File: src/ex_pkg.sv
package ex_pkg;

  ////////////////////
  // Widths
  ////////////////////

  // Data path width
  localparam int xlen = 32;

  // Shift amount taken from operand b
  localparam int shamt_bits = 5;

  // Register file address, 6 bits to match the decode stage
  localparam int regaddr_bits = 6;

  ////////////////////
  // Data types
  ////////////////////

  typedef logic [xlen-1:0] word_t;

  typedef logic [regaddr_bits-1:0] regaddr_t;

  ////////////////////
  // Operators
  ////////////////////

  // ALU operators, arithmetic and logic first, branch compares last
  typedef enum logic [3:0] {
    alu_add  = 4'd0,
    alu_sub  = 4'd1,
    alu_and  = 4'd2,
    alu_or   = 4'd3,
    alu_xor  = 4'd4,
    alu_sll  = 4'd5,
    alu_srl  = 4'd6,
    alu_sra  = 4'd7,
    alu_slt  = 4'd8,
    alu_sltu = 4'd9,
    alu_eq   = 4'd10,
    alu_ne   = 4'd11,
    alu_lt   = 4'd12,
    alu_ge   = 4'd13,
    alu_ltu  = 4'd14,
    alu_geu  = 4'd15
  } alu_op_e;

  // Multiplier operators
  typedef enum logic [1:0] {
    mult_mul    = 2'd0,
    mult_mulh   = 2'd1,
    mult_mulhsu = 2'd2,
    mult_mulhu  = 2'd3
  } mult_op_e;

  // High product sequencer
  typedef enum logic [1:0] {
    mult_idle = 2'd0,
    mult_step = 2'd1,
    mult_done = 2'd2
  } mult_state_e;

endpackage

File: src/ex_alu.sv
module ex_alu (
  input  ex_pkg::alu_op_e operator_i,
  input  ex_pkg::word_t   operand_a_i,
  input  ex_pkg::word_t   operand_b_i,
  output ex_pkg::word_t   result_o,
  output logic            cmp_result_o
);

  // Adder control
  logic                          sub_mode;
  logic                          signed_cmp;
  logic [ex_pkg::xlen:0]         adder_a;
  logic [ex_pkg::xlen:0]         adder_b;
  logic [ex_pkg::xlen:0]         adder_sum;
  logic                          less;
  logic                          equal;
  logic [ex_pkg::shamt_bits-1:0] shamt;

  ////////////////////
  // Shared adder
  ////////////////////

  // Everything except add goes through the subtract path
  assign sub_mode = (operator_i != ex_pkg::alu_add);

  // Signed compares extend with the sign bit
  assign signed_cmp = (operator_i == ex_pkg::alu_slt) ||
                      (operator_i == ex_pkg::alu_lt)  ||
                      (operator_i == ex_pkg::alu_ge);

  // One extra bit so the top bit of the sum is the true sign
  assign adder_a = {signed_cmp & operand_a_i[ex_pkg::xlen-1], operand_a_i};
  assign adder_b = {signed_cmp & operand_b_i[ex_pkg::xlen-1], operand_b_i};

  // Two's complement subtract via inverted b and carry in
  assign adder_sum = adder_a + (sub_mode ? ~adder_b : adder_b) + {{ex_pkg::xlen{1'b0}}, sub_mode};

  assign less  = adder_sum[ex_pkg::xlen];
  assign equal = (operand_a_i == operand_b_i);

  // Only the low bits of b shift
  assign shamt = operand_b_i[ex_pkg::shamt_bits-1:0];

  ////////////////////
  // Result mux
  ////////////////////

  always_comb begin
    case (operator_i)
      ex_pkg::alu_add,
      ex_pkg::alu_sub:  result_o = adder_sum[ex_pkg::xlen-1:0];
      ex_pkg::alu_and:  result_o = operand_a_i & operand_b_i;
      ex_pkg::alu_or:   result_o = operand_a_i | operand_b_i;
      ex_pkg::alu_xor:  result_o = operand_a_i ^ operand_b_i;
      ex_pkg::alu_sll:  result_o = operand_a_i << shamt;
      ex_pkg::alu_srl:  result_o = operand_a_i >> shamt;
      ex_pkg::alu_sra:  result_o = ex_pkg::word_t'($signed(operand_a_i) >>> shamt);
      // Set-less-than and the compares return the flag in bit 0
      default:          result_o = {{(ex_pkg::xlen-1){1'b0}}, cmp_result_o};
    endcase
  end

  // Branch condition, slt/sltu fall through to the less flag
  always_comb begin
    case (operator_i)
      ex_pkg::alu_eq:  cmp_result_o = equal;
      ex_pkg::alu_ne:  cmp_result_o = ~equal;
      ex_pkg::alu_ge,
      ex_pkg::alu_geu: cmp_result_o = ~less;
      default:         cmp_result_o = less;
    endcase
  end

  // Operator must be fully driven by decode
  always_comb begin : op_known_chk
    assert (!$isunknown(operator_i))
      else $error("ex_alu: operator has unknown bits");
  end

endmodule

File: src/ex_mult.sv
module ex_mult (
  input  logic             clk,
  input  logic             rst_n,
  input  logic             enable_i,
  input  ex_pkg::mult_op_e operator_i,
  input  ex_pkg::word_t    op_a_i,
  input  ex_pkg::word_t    op_b_i,
  input  logic             ex_ready_i,
  output ex_pkg::word_t    result_o,
  output logic             ready_o,
  output logic             multicycle_o
);

  ex_pkg::mult_state_e state_q;
  ex_pkg::mult_state_e state_d;

  // Operand extension for the high variants
  logic                     a_sign;
  logic                     b_sign;
  logic signed [ex_pkg::xlen:0] a_ext;
  logic signed [ex_pkg::xlen:0] b_ext;
  logic signed [16:0]       b_lo;
  logic signed [16:0]       b_hi;

  // Partial products and accumulator, low 64 bits of the full product
  logic signed [2*ex_pkg::xlen-1:0] pp_lo;
  logic signed [2*ex_pkg::xlen-1:0] pp_hi;
  logic signed [2*ex_pkg::xlen-1:0] acc_q;

  logic high_op;
  logic issue_high;

  ////////////////////
  // Operand setup
  ////////////////////

  assign high_op = (operator_i != ex_pkg::mult_mul);

  // New high product starts only from idle
  assign issue_high = enable_i && high_op && (state_q == ex_pkg::mult_idle);

  // mulh and mulhsu treat a as signed, only mulh treats b as signed
  assign a_sign = op_a_i[ex_pkg::xlen-1] &&
                  ((operator_i == ex_pkg::mult_mulh) || (operator_i == ex_pkg::mult_mulhsu));
  assign b_sign = op_b_i[ex_pkg::xlen-1] && (operator_i == ex_pkg::mult_mulh);

  assign a_ext = {a_sign, op_a_i};
  assign b_ext = {b_sign, op_b_i};

  // Low half of b is always unsigned, high half carries the sign
  assign b_lo = {1'b0, b_ext[15:0]};
  assign b_hi = b_ext[ex_pkg::xlen:16];

  // Both operands sign-extend to the 64-bit context
  assign pp_lo = a_ext * b_lo;
  assign pp_hi = a_ext * b_hi;

  ////////////////////
  // Sequencer
  ////////////////////

  always_comb begin
    state_d = state_q;
    case (state_q)
      ex_pkg::mult_idle: begin
        if (issue_high) begin
          state_d = ex_pkg::mult_step;
        end
      end
      ex_pkg::mult_step: state_d = ex_pkg::mult_done;
      // Hold the result until the stage moves on
      ex_pkg::mult_done: begin
        if (ex_ready_i) begin
          state_d = ex_pkg::mult_idle;
        end
      end
      default: state_d = ex_pkg::mult_idle;
    endcase
  end

  always_ff @(posedge clk or negedge rst_n) begin
    if (!rst_n) begin
      state_q <= ex_pkg::mult_idle;
    end else begin
      state_q <= state_d;
    end
  end

  // Accumulator, first the low-half partial then the shifted high-half partial
  always_ff @(posedge clk) begin
    if (issue_high) begin
      acc_q <= pp_lo;
    end else if (state_q == ex_pkg::mult_step) begin
      acc_q <= acc_q + (pp_hi <<< 16);
    end
  end

  ////////////////////
  // Outputs
  ////////////////////

  // Busy on the issue cycle and during the step
  assign ready_o = !issue_high && (state_q != ex_pkg::mult_step);

  assign multicycle_o = (state_q == ex_pkg::mult_done);

  // Upper word once done, else the plain low product
  assign result_o = (state_q == ex_pkg::mult_done) ? acc_q[2*ex_pkg::xlen-1:ex_pkg::xlen]
                                                   : op_a_i * op_b_i;

  // Decode holds the operands while the high product accumulates
  assert property (@(posedge clk) disable iff (!rst_n)
    (state_q == ex_pkg::mult_step) |->
      ($stable(operator_i) && $stable(op_a_i) && $stable(op_b_i)))
    else $error("ex_mult: operands changed during a high product");

endmodule

File: src/ex_wb_reg.sv
module ex_wb_reg (
  input  logic             clk,
  input  logic             rst_n,
  input  logic             ex_valid_i,
  input  logic             wb_ready_i,
  input  logic             regfile_we_i,
  input  ex_pkg::regaddr_t regfile_waddr_i,
  input  logic             lsu_err_i,
  input  ex_pkg::word_t    lsu_rdata_i,
  output logic             regfile_we_wb_o,
  output ex_pkg::regaddr_t regfile_waddr_wb_o,
  output ex_pkg::word_t    regfile_wdata_wb_o
);

  // Write enable with a faulting access squashed
  logic we_masked;

  ex_pkg::regaddr_t waddr_q;
  logic             we_q;

  assign we_masked = regfile_we_i & ~lsu_err_i;

  ////////////////////
  // EX/WB register
  ////////////////////

  // Enable is control state
  always_ff @(posedge clk or negedge rst_n) begin
    if (!rst_n) begin
      we_q <= 1'b0;
    end else if (ex_valid_i) begin
      // Valid implies wb_ready_i
      we_q <= we_masked;
    end else if (wb_ready_i) begin
      // Writeback consumed the slot and nothing new came in
      we_q <= 1'b0;
    end
  end

  // Address only moves with a real write
  always_ff @(posedge clk) begin
    if (ex_valid_i && we_masked) begin
      waddr_q <= regfile_waddr_i;
    end
  end

  assign regfile_we_wb_o    = we_q;
  assign regfile_waddr_wb_o = waddr_q;

  // Load data comes straight from the load/store unit
  assign regfile_wdata_wb_o = lsu_rdata_i;

endmodule

File: src/ex_stage.sv
module ex_stage (
  input  logic             clk,
  input  logic             rst_n,

  // ALU operands from decode
  input  ex_pkg::alu_op_e  alu_operator_i,
  input  ex_pkg::word_t    alu_operand_a_i,
  input  ex_pkg::word_t    alu_operand_b_i,
  input  ex_pkg::word_t    alu_operand_c_i,
  input  logic             alu_en_i,

  // Multiplier
  input  ex_pkg::mult_op_e mult_operator_i,
  input  ex_pkg::word_t    mult_operand_a_i,
  input  ex_pkg::word_t    mult_operand_b_i,
  input  logic             mult_en_i,
  output logic             mult_multicycle_o,

  // CSR read data
  input  logic             csr_access_i,
  input  ex_pkg::word_t    csr_rdata_i,

  // Load/store unit
  input  logic             lsu_en_i,
  input  ex_pkg::word_t    lsu_rdata_i,
  input  logic             lsu_ready_ex_i,
  input  logic             lsu_err_i,

  input  logic             branch_in_ex_i,

  // Destination registers
  input  ex_pkg::regaddr_t regfile_alu_waddr_i,
  input  logic             regfile_alu_we_i,
  input  logic             regfile_we_i,
  input  ex_pkg::regaddr_t regfile_waddr_i,

  // Load/store write port
  output ex_pkg::regaddr_t regfile_waddr_wb_o,
  output logic             regfile_we_wb_o,
  output ex_pkg::word_t    regfile_wdata_wb_o,

  // Forwarding write port
  output ex_pkg::regaddr_t regfile_alu_waddr_fw_o,
  output logic             regfile_alu_we_fw_o,
  output ex_pkg::word_t    regfile_alu_wdata_fw_o,

  // Jump and branch to fetch
  output ex_pkg::word_t    jump_target_o,
  output logic             branch_decision_o,

  // Handshake
  output logic             ex_ready_o,
  output logic             ex_valid_o,
  input  logic             wb_ready_i
);

  ex_pkg::word_t alu_result;
  ex_pkg::word_t mult_result;
  logic          alu_cmp_result;
  logic          mult_ready;
  logic          ex_ready;
  logic          ex_valid;
  logic          units_ready;

  ex_alu alu_i (
    .operator_i   (alu_operator_i),
    .operand_a_i  (alu_operand_a_i),
    .operand_b_i  (alu_operand_b_i),
    .result_o     (alu_result),
    .cmp_result_o (alu_cmp_result)
  );

  ex_mult mult_i (
    .clk          (clk),
    .rst_n        (rst_n),
    .enable_i     (mult_en_i),
    .operator_i   (mult_operator_i),
    .op_a_i       (mult_operand_a_i),
    .op_b_i       (mult_operand_b_i),
    .ex_ready_i   (ex_ready),
    .result_o     (mult_result),
    .ready_o      (mult_ready),
    .multicycle_o (mult_multicycle_o)
  );

  ex_wb_reg wb_reg_i (
    .clk                (clk),
    .rst_n              (rst_n),
    .ex_valid_i         (ex_valid),
    .wb_ready_i         (wb_ready_i),
    .regfile_we_i       (regfile_we_i),
    .regfile_waddr_i    (regfile_waddr_i),
    .lsu_err_i          (lsu_err_i),
    .lsu_rdata_i        (lsu_rdata_i),
    .regfile_we_wb_o    (regfile_we_wb_o),
    .regfile_waddr_wb_o (regfile_waddr_wb_o),
    .regfile_wdata_wb_o (regfile_wdata_wb_o)
  );

  ////////////////////
  // Forwarding port
  ////////////////////

  assign regfile_alu_we_fw_o    = regfile_alu_we_i;
  assign regfile_alu_waddr_fw_o = regfile_alu_waddr_i;

  // CSR wins over mult, mult over ALU
  always_comb begin
    if (csr_access_i) begin
      regfile_alu_wdata_fw_o = csr_rdata_i;
    end else if (mult_en_i) begin
      regfile_alu_wdata_fw_o = mult_result;
    end else if (alu_en_i) begin
      regfile_alu_wdata_fw_o = alu_result;
    end else begin
      regfile_alu_wdata_fw_o = '0;
    end
  end

  // Branch target comes from operand c untouched
  assign jump_target_o     = alu_operand_c_i;
  assign branch_decision_o = alu_cmp_result;

  ////////////////////
  // Stall and valid
  ////////////////////

  assign units_ready = mult_ready & lsu_ready_ex_i & wb_ready_i;

  // Valid never looks at ready
  assign ex_valid = (alu_en_i | mult_en_i | csr_access_i | lsu_en_i) & units_ready;

  // Branches resolve here and never wait on writeback
  assign ex_ready = units_ready | branch_in_ex_i;

  assign ex_valid_o = ex_valid;
  assign ex_ready_o = ex_ready;

  // Decode issues to one result source at a time
  assert property (@(posedge clk) disable iff (!rst_n)
    $onehot0({alu_en_i, mult_en_i, csr_access_i}))
    else $error("ex_stage: more than one of alu, mult and csr enabled");

endmodule

File: config.mk
export PLATFORM = sky130hd
export DESIGN_NAME = ex_stage
export DESIGN_NICKNAME = d
export VERILOG_FILES = /design/src/ex_pkg.sv /design/src/ex_alu.sv /design/src/ex_mult.sv /design/src/ex_wb_reg.sv /design/src/ex_stage.sv
export SDC_FILE = /design/constraint.sdc
export NUM_CORES = 2
export LEC_CHECK = 0
export ABC_AREA = 1
export BUFFER_PORTS_ARGS = -buffer_cell sky130_fd_sc_hd__buf_4
export CAP_MARGIN = 20
export CORE_ASPECT_RATIO = 1.4
export CORE_MARGIN = 2
export CORE_UTILIZATION = 40
export CTS_CLUSTER_DIAMETER = 60
export DETAILED_ROUTE_END_ITERATION = 8
export PLACE_DENSITY = 0.65
export SETUP_SLACK_MARGIN = 0.02
export SLEW_MARGIN = 10
export SYNTH_ARGS = -nofsm -noshare
export SYNTH_HDL_FRONTEND = slang
export SYNTH_HIERARCHICAL = 1
export SYNTH_SLANG_ARGS = --single-unit
File: constraint.sdc
create_clock -name clk -period 16.13 [get_ports clk]
set_input_delay 4.0325 -clock clk [delete_from_list [all_inputs] [get_ports clk]]
set_output_delay 4.0325 -clock clk [all_outputs]
set_load 0.02 [all_outputs]
Word level (Yosys, flattened, before mapping)
Index checks and enable logic that the tools add are counted.
- add/sub/neg operators: 3
- $mul: 3
- eq/ne operators: 21
- shifts and indexed selects: 3
- multiplexer cells: 14
- bitwise gates (word level): 17
- reduce and logical (&&, ||, !) cells: 19
- operator list (cell ; number):
    32-bit case mux with 7 select lines ; 1
    32-bit two-way mux ; 4
    64-bit two-way mux ; 2
    64-bit adder ; 1
    33-bit by 17-bit multiplier with 50-bit output ; 1
    33-bit by 17-bit multiplier with 48-bit output ; 1
    33-bit by 1-bit adder with 33-bit output ; 1
    33-bit adder ; 1
    33-bit two-way mux ; 1
    33-bit NOT ; 1
    32-bit bitwise AND ; 1
    32-bit equality test ; 1
    32-bit by 32-bit multiplier with 32-bit output ; 1
    32-bit OR ; 1
    32-bit by 5-bit << shifter with 32-bit output ; 1
    32-bit by 5-bit right shift with 32-bit output ; 1
    32-bit by 5-bit >>> shifter with 32-bit output ; 1
    32-bit bitwise XOR ; 1
    4-bit equality test (second input constant) ; 6
    4-bit by 3-bit equality test with 1-bit output (second input constant) ; 4
    4-bit by 2-bit equality test with 1-bit output (second input constant) ; 2
    1-bit bitwise AND ; 6
    1-bit logical AND ; 6
    2-bit by 1-bit != test with 1-bit output (second input constant) ; 3
    17 further kinds ; 31
- register bits after elaboration: 73
- output and inout port bits: 114
- logic and storage cells: 84

Longest topological paths before layout
- depth after elaboration: 14
- depth in mapped cells: 43

By module
The synthesis kept the hierarchy.
- modules (own cells, without submodules) (module ; instances ; cells each ; area an instance (µm²) ; seq. area each (µm²)):
    ex_mult ; 1 ; 7394 ; 56713.1 ; 1491.4
    ex_alu ; 1 ; 1588 ; 8190.4 ; 0.0
    ex_stage ; 1 ; 287 ; 1277.5 ; 0.0
    ex_wb_reg ; 1 ; 45 ; 469.2 ; 205.2

Worst setup path before layout
No wires, ideal clock.
- kind: input to output
- from: input port mult_operand_b_i[3]
- to: output port regfile_alu_wdata_fw_o[27]
- arrival: 10.496 ns
- required time: 12.097 ns
- slack: 1.602 ns
- stages: 33
- buffers on the path: 2
- cell sequence: clkbuf_1 -> clkbuf_1 -> nand2_1 -> inv_1 -> fa_1 -> fa_1 -> inv_1 -> fa_1 -> inv_1 -> fa_1 -> inv_1 -> fa_1 -> inv_1 -> fa_1 -> fa_1 -> inv_1 -> fa_1 -> inv_1 -> ha_1 -> a21oi_1 -> o21ai_0 -> a31oi_1 -> nand3_1 -> a21o_1 -> nand3_1 -> nand2_1 -> nand2_1 -> nand3_1 -> nand2_1 -> nand2_1 -> nand2_1 -> nor2_1 -> nor2_1
- cells in the longest elaborated chain, start to end: 4
- RTL lines (what ; RTL line ; text):
    start, declared ; ex_stage.sv:15 ; input ex_pkg::word_t mult_operand_b_i,
    32-bit by 32-bit multiplier with 32-bit output ; ex_mult.sv:109 ; : op_a_i * op_b_i;
    32-bit two-way mux ; ex_mult.sv:108 ; assign result_o = (state_q == ex_pkg::mult_done) ? acc_q[2*ex_pkg::xlen-1:ex_pkg::xlen]
    named net mult_result[27] ; ex_stage.sv:58 ; ex_pkg::word_t mult_result;
    32-bit two-way mux ; ex_stage.sv:111 ; end else if (mult_en_i) begin
    32-bit two-way mux ; ex_stage.sv:109 ; if (csr_access_i) begin
    end, declared ; ex_stage.sv:45 ; output ex_pkg::word_t regfile_alu_wdata_fw_o,
The timed path passes the listed nets, and every way through them passes these cells.

Final worst setup path
- from: input port mult_operand_a_i[10]
- to: output port regfile_alu_wdata_fw_o[25]
- cells in the longest elaborated chain, start to end: 4
- RTL lines (what ; RTL line ; text):
    start, declared ; ex_stage.sv:14 ; input ex_pkg::word_t mult_operand_a_i,
    32-bit by 32-bit multiplier with 32-bit output ; ex_mult.sv:109 ;
    32-bit two-way mux ; ex_mult.sv:108 ;
    named net mult_result[25] ; ex_stage.sv:58 ;
    32-bit two-way mux ; ex_stage.sv:111 ;
    32-bit two-way mux ; ex_stage.sv:109 ;
The timed path passes the listed nets, and every way through them passes these cells.

==> results.sh <==
export IMPL_crit_arrival_ns=11.72
export IMPL_portBuffers=225
export IMPL_dp_slack_ns=0.417
export IMPL_drtPass1Iterations=5
export IMPL_grt_use_total_pct=30.7
export IMPL_endpoint_kind="output port"
export IMPL_fin_skew_ns=0.00609
export IMPL_yosys_area_top_type="fa_1"
export IMPL_cp_buffers_inverters=9
export IMPL_ant_nets=0
export IMPL_relSlewSlack_pct=24.0
export IMPL_grt_pass1_wl_mm=389
export IMPL_worstSkewPairLatency_ns=0.36
export IMPL_grt_overflow=0
export IMPL_setup_worst_path_start="mult_operand_a_i[10]"
export IMPL_rows=177
export IMPL_yosys_top_cells_count="inv_1 (2565), nand2_1 (2353), fa_1 (1343)"
export IMPL_avgSynthCellArea_sq_um=7.16
export IMPL_final_min_clock_period_ns=15.76
export IMPL_postSynth_asyncResetShare_pct=5.26
export IMPL_postLayoutCoreUtil_pct=42.0
export IMPL_hold_viol_final=0
export IMPL_layout_setup_ws_ns=0.375
export IMPL_place_congestion=1.06
export IMPL_die_w_um=349
export IMPL_io_pins=368
export IMPL_hold_class="reg -> reg"
export IMPL_yosys_cell_count_top_type="inv_1"
export IMPL_status="completed"
export IMPL_max_cap_violations=0
export IMPL_ctsResizeCount=0
export IMPL_finalSetupViolCount=0
export IMPL_clk_pin_slew_ns=0.05
export IMPL_drt_iter0_markers=4325
export IMPL_yosys_warnings=6
export IMPL_die_h_um=487
export IMPL_crit_type="in -> out"
export IMPL_cp_slowest_cell="fa_1"
export IMPL_max_freq_mhz=63.5
export IMPL_grt_pass1_vias=63200
export IMPL_cts_tree="done"
export IMPL_cts_sinks=57
export IMPL_wl_per_cell_um=22.7
export IMPL_crit_fanout=24
export IMPL_fin_tns_setup_ns=0
export IMPL_rsz0062_at_grt="no"
export IMPL_drive_above_1_share_pct=4.87
export IMPL_die_area_sq_um=170000
export IMPL_grt_antenna_before_repair=8
export IMPL_vias_per_cell=5.22
export IMPL_clockRootBuffer="clkbuf_16"
export IMPL_path_common_cell="fa_1"
export IMPL_postCtsSetupBuffers=0
export IMPL_ys_ff_latch=57
export IMPL_synth_fp_nets=11400
export IMPL_clock_path_buffers=2
export IMPL_num_vias=59200
export IMPL_holdWs_ns=0.487
export IMPL_synthToLayoutAreaGrowth_pct=4.64
export IMPL_critPathMaxStageDelay_ns=0.51
export IMPL_syn_inst=9314
export IMPL_place_hpwl_mm=219
export IMPL_fill_cells=17300
export IMPL_cts_made_buffers=9
export IMPL_required_ns=12.10
export IMPL_synthTopCellsByArea="fa_1 (40%), inv_1 (14%), nand2_1 (13%)"
export IMPL_core_area_sq_um=166000
export IMPL_synth_seq_area_share_pct=2.55
export IMPL_report_final_slew_viol_count=0
export IMPL_fin_nets=11300
export IMPL_worstHoldStart="wb_reg_i/regfile_we_wb_o"
export IMPL_fin_crit_sh_pct=97.7
export IMPL_tightest_slew_ns=1.14
export IMPL_syn_area_sq_um=66700
export IMPL_grt_max_degree=76
export IMPL_yosysTopAreaCellShare_pct=40.3
export IMPL_r2r_start="mult_i/acc_q[39]"
export IMPL_initial_core_util_pct=40.2
export IMPL_holdBufCountCts=0
export IMPL_ys_flop_type="edfxtp_1"
export IMPL_synth_edf_count=54
export IMPL_cts_htree_levels=3
export IMPL_critPathTopFamily="adder cells"
export IMPL_drcViolationCount=0
export IMPL_routed_wl_mm=257
export IMPL_yosysUniqueCellTypes=65
export IMPL_cp_start_kind="input port"
[area by class of cell]
type	count	area (sq um)	share of cell area, %
clock inverter	6	108	0.154
sequential	57	1700	2.43
tap	2148	2690	3.85
antenna	6	15.0	0.0215
multi-input combinational	6224	53100	76.1
clock buffer	9	225	0.323
inverter	2593	9740	14.0
timing repair buffer	291	2180	3.13
[per-stage QoR]
stage,instances,instance area (sq um)
CTS,11300,69700
detailed placement,11300,69400
global placement,11300,69400
global route,11300,69700
floorplan,9314,66700
finish,11300,69700
[worst reg2reg max path, cell delays in order, from the launching register on]
cell and delay [ns]:
edfxtp_1 0.57, ha_1 0.51, nand2_1 0.13, nor2_1 0.30, nand2_1 0.14, nor4_2 0.24
a21o_1 0.34, nand3_1 0.14, nand2_1 0.08, nand2_1 0.05, nand3_1 0.10, nand2_1 0.08
[cells by family (layout without fill, tap and decap cells)]
| logic type | after synthesis | after routing | synth area share [%] |
|---|---|---|---|
| AO/OA/AOI/OAI | 855 | 855 | 7.56 |
| XOR/XNOR | 125 | 125 | 1.64 |
| adder cells (fa/ha/maj) | 1842 | 1842 | 49.7 |
| buffers and inverters | 3033 | 2899 | 17.8 |
| flip-flops | 57 | 57 | 2.55 |
| multiplexers | 6 | 6 | 0.0901 |
| other | 0 | 6 | 0 |
| AND/OR/NAND/NOR | 3396 | 3396 | 20.6 |
[cell usage in the layout (no fill, tap or decap), types with 11 or more instances in the layout]
| cell type | count |
|---|---|
| o21bai_1 | 31 |
| a211oi_1 | 13 |
| o21a_1 | 28 |
| inv_1 | 2564 |
| nand3_1 | 310 |
| nand2_2 | 21 |
| xor2_1 | 82 |
| o21ai_1 | 72 |
| fa_1 | 1343 |
| a21oi_1 | 281 |
| or2_2 | 31 |
| o211ai_1 | 34 |
| nand4_1 | 29 |
| edfxtp_1 | 54 |
| buf_4 | 291 |
| ha_1 | 499 |
| a31oi_1 | 37 |
| nor3_1 | 36 |
| o21ai_0 | 230 |
| a21o_1 | 45 |
| nor2_1 | 520 |
| xnor2_1 | 43 |
| a21oi_2 | 16 |
| inv_2 | 26 |
| nor2_2 | 11 |
| nor4_1 | 18 |
| nand3b_1 | 28 |
| nand2_1 | 2352 |
[layer usage]
metal | wire length, um | track usage [%] | vias up
met3 | 17500 | 3.99 | 702
met2 | 126000 | 53.4 | 2465
li1 | - | - | 26800
met1 | 92500 | 35.4 | 29200
met4 | 20700 | 19.7 | 6
met5 | 35 | 0 | -
[path summary, 6_finish.rpt]
path,end,slack (ns),depth (start not counted)
worst max-delay path,regfile_alu_wdata_fw_o[25],0.37,31
worst min-delay path,wb_reg_i/regfile_we_wb_o,0.49,2
worst max register to register,mult_i/acc_q[48],13.21,11
worst min register to register,wb_reg_i/regfile_we_wb_o,0.49,2
max in group asynchronous,mult_i/state_q[1],12.55,1
min in group asynchronous,wb_reg_i/regfile_we_wb_o,3.47,1
[sequential cells by signal, summed over array words and instances, names as in the netlist]
name / cells
mult_i/acc_q: 48
wb_reg_i/regfile_waddr_wb_o: 6
mult_i/state_q: 2
wb_reg_i/regfile_we_wb_o: 1
Power is not shown: default switching activity piles up to over one toggle a cycle in this logic, so the estimate is an artifact.
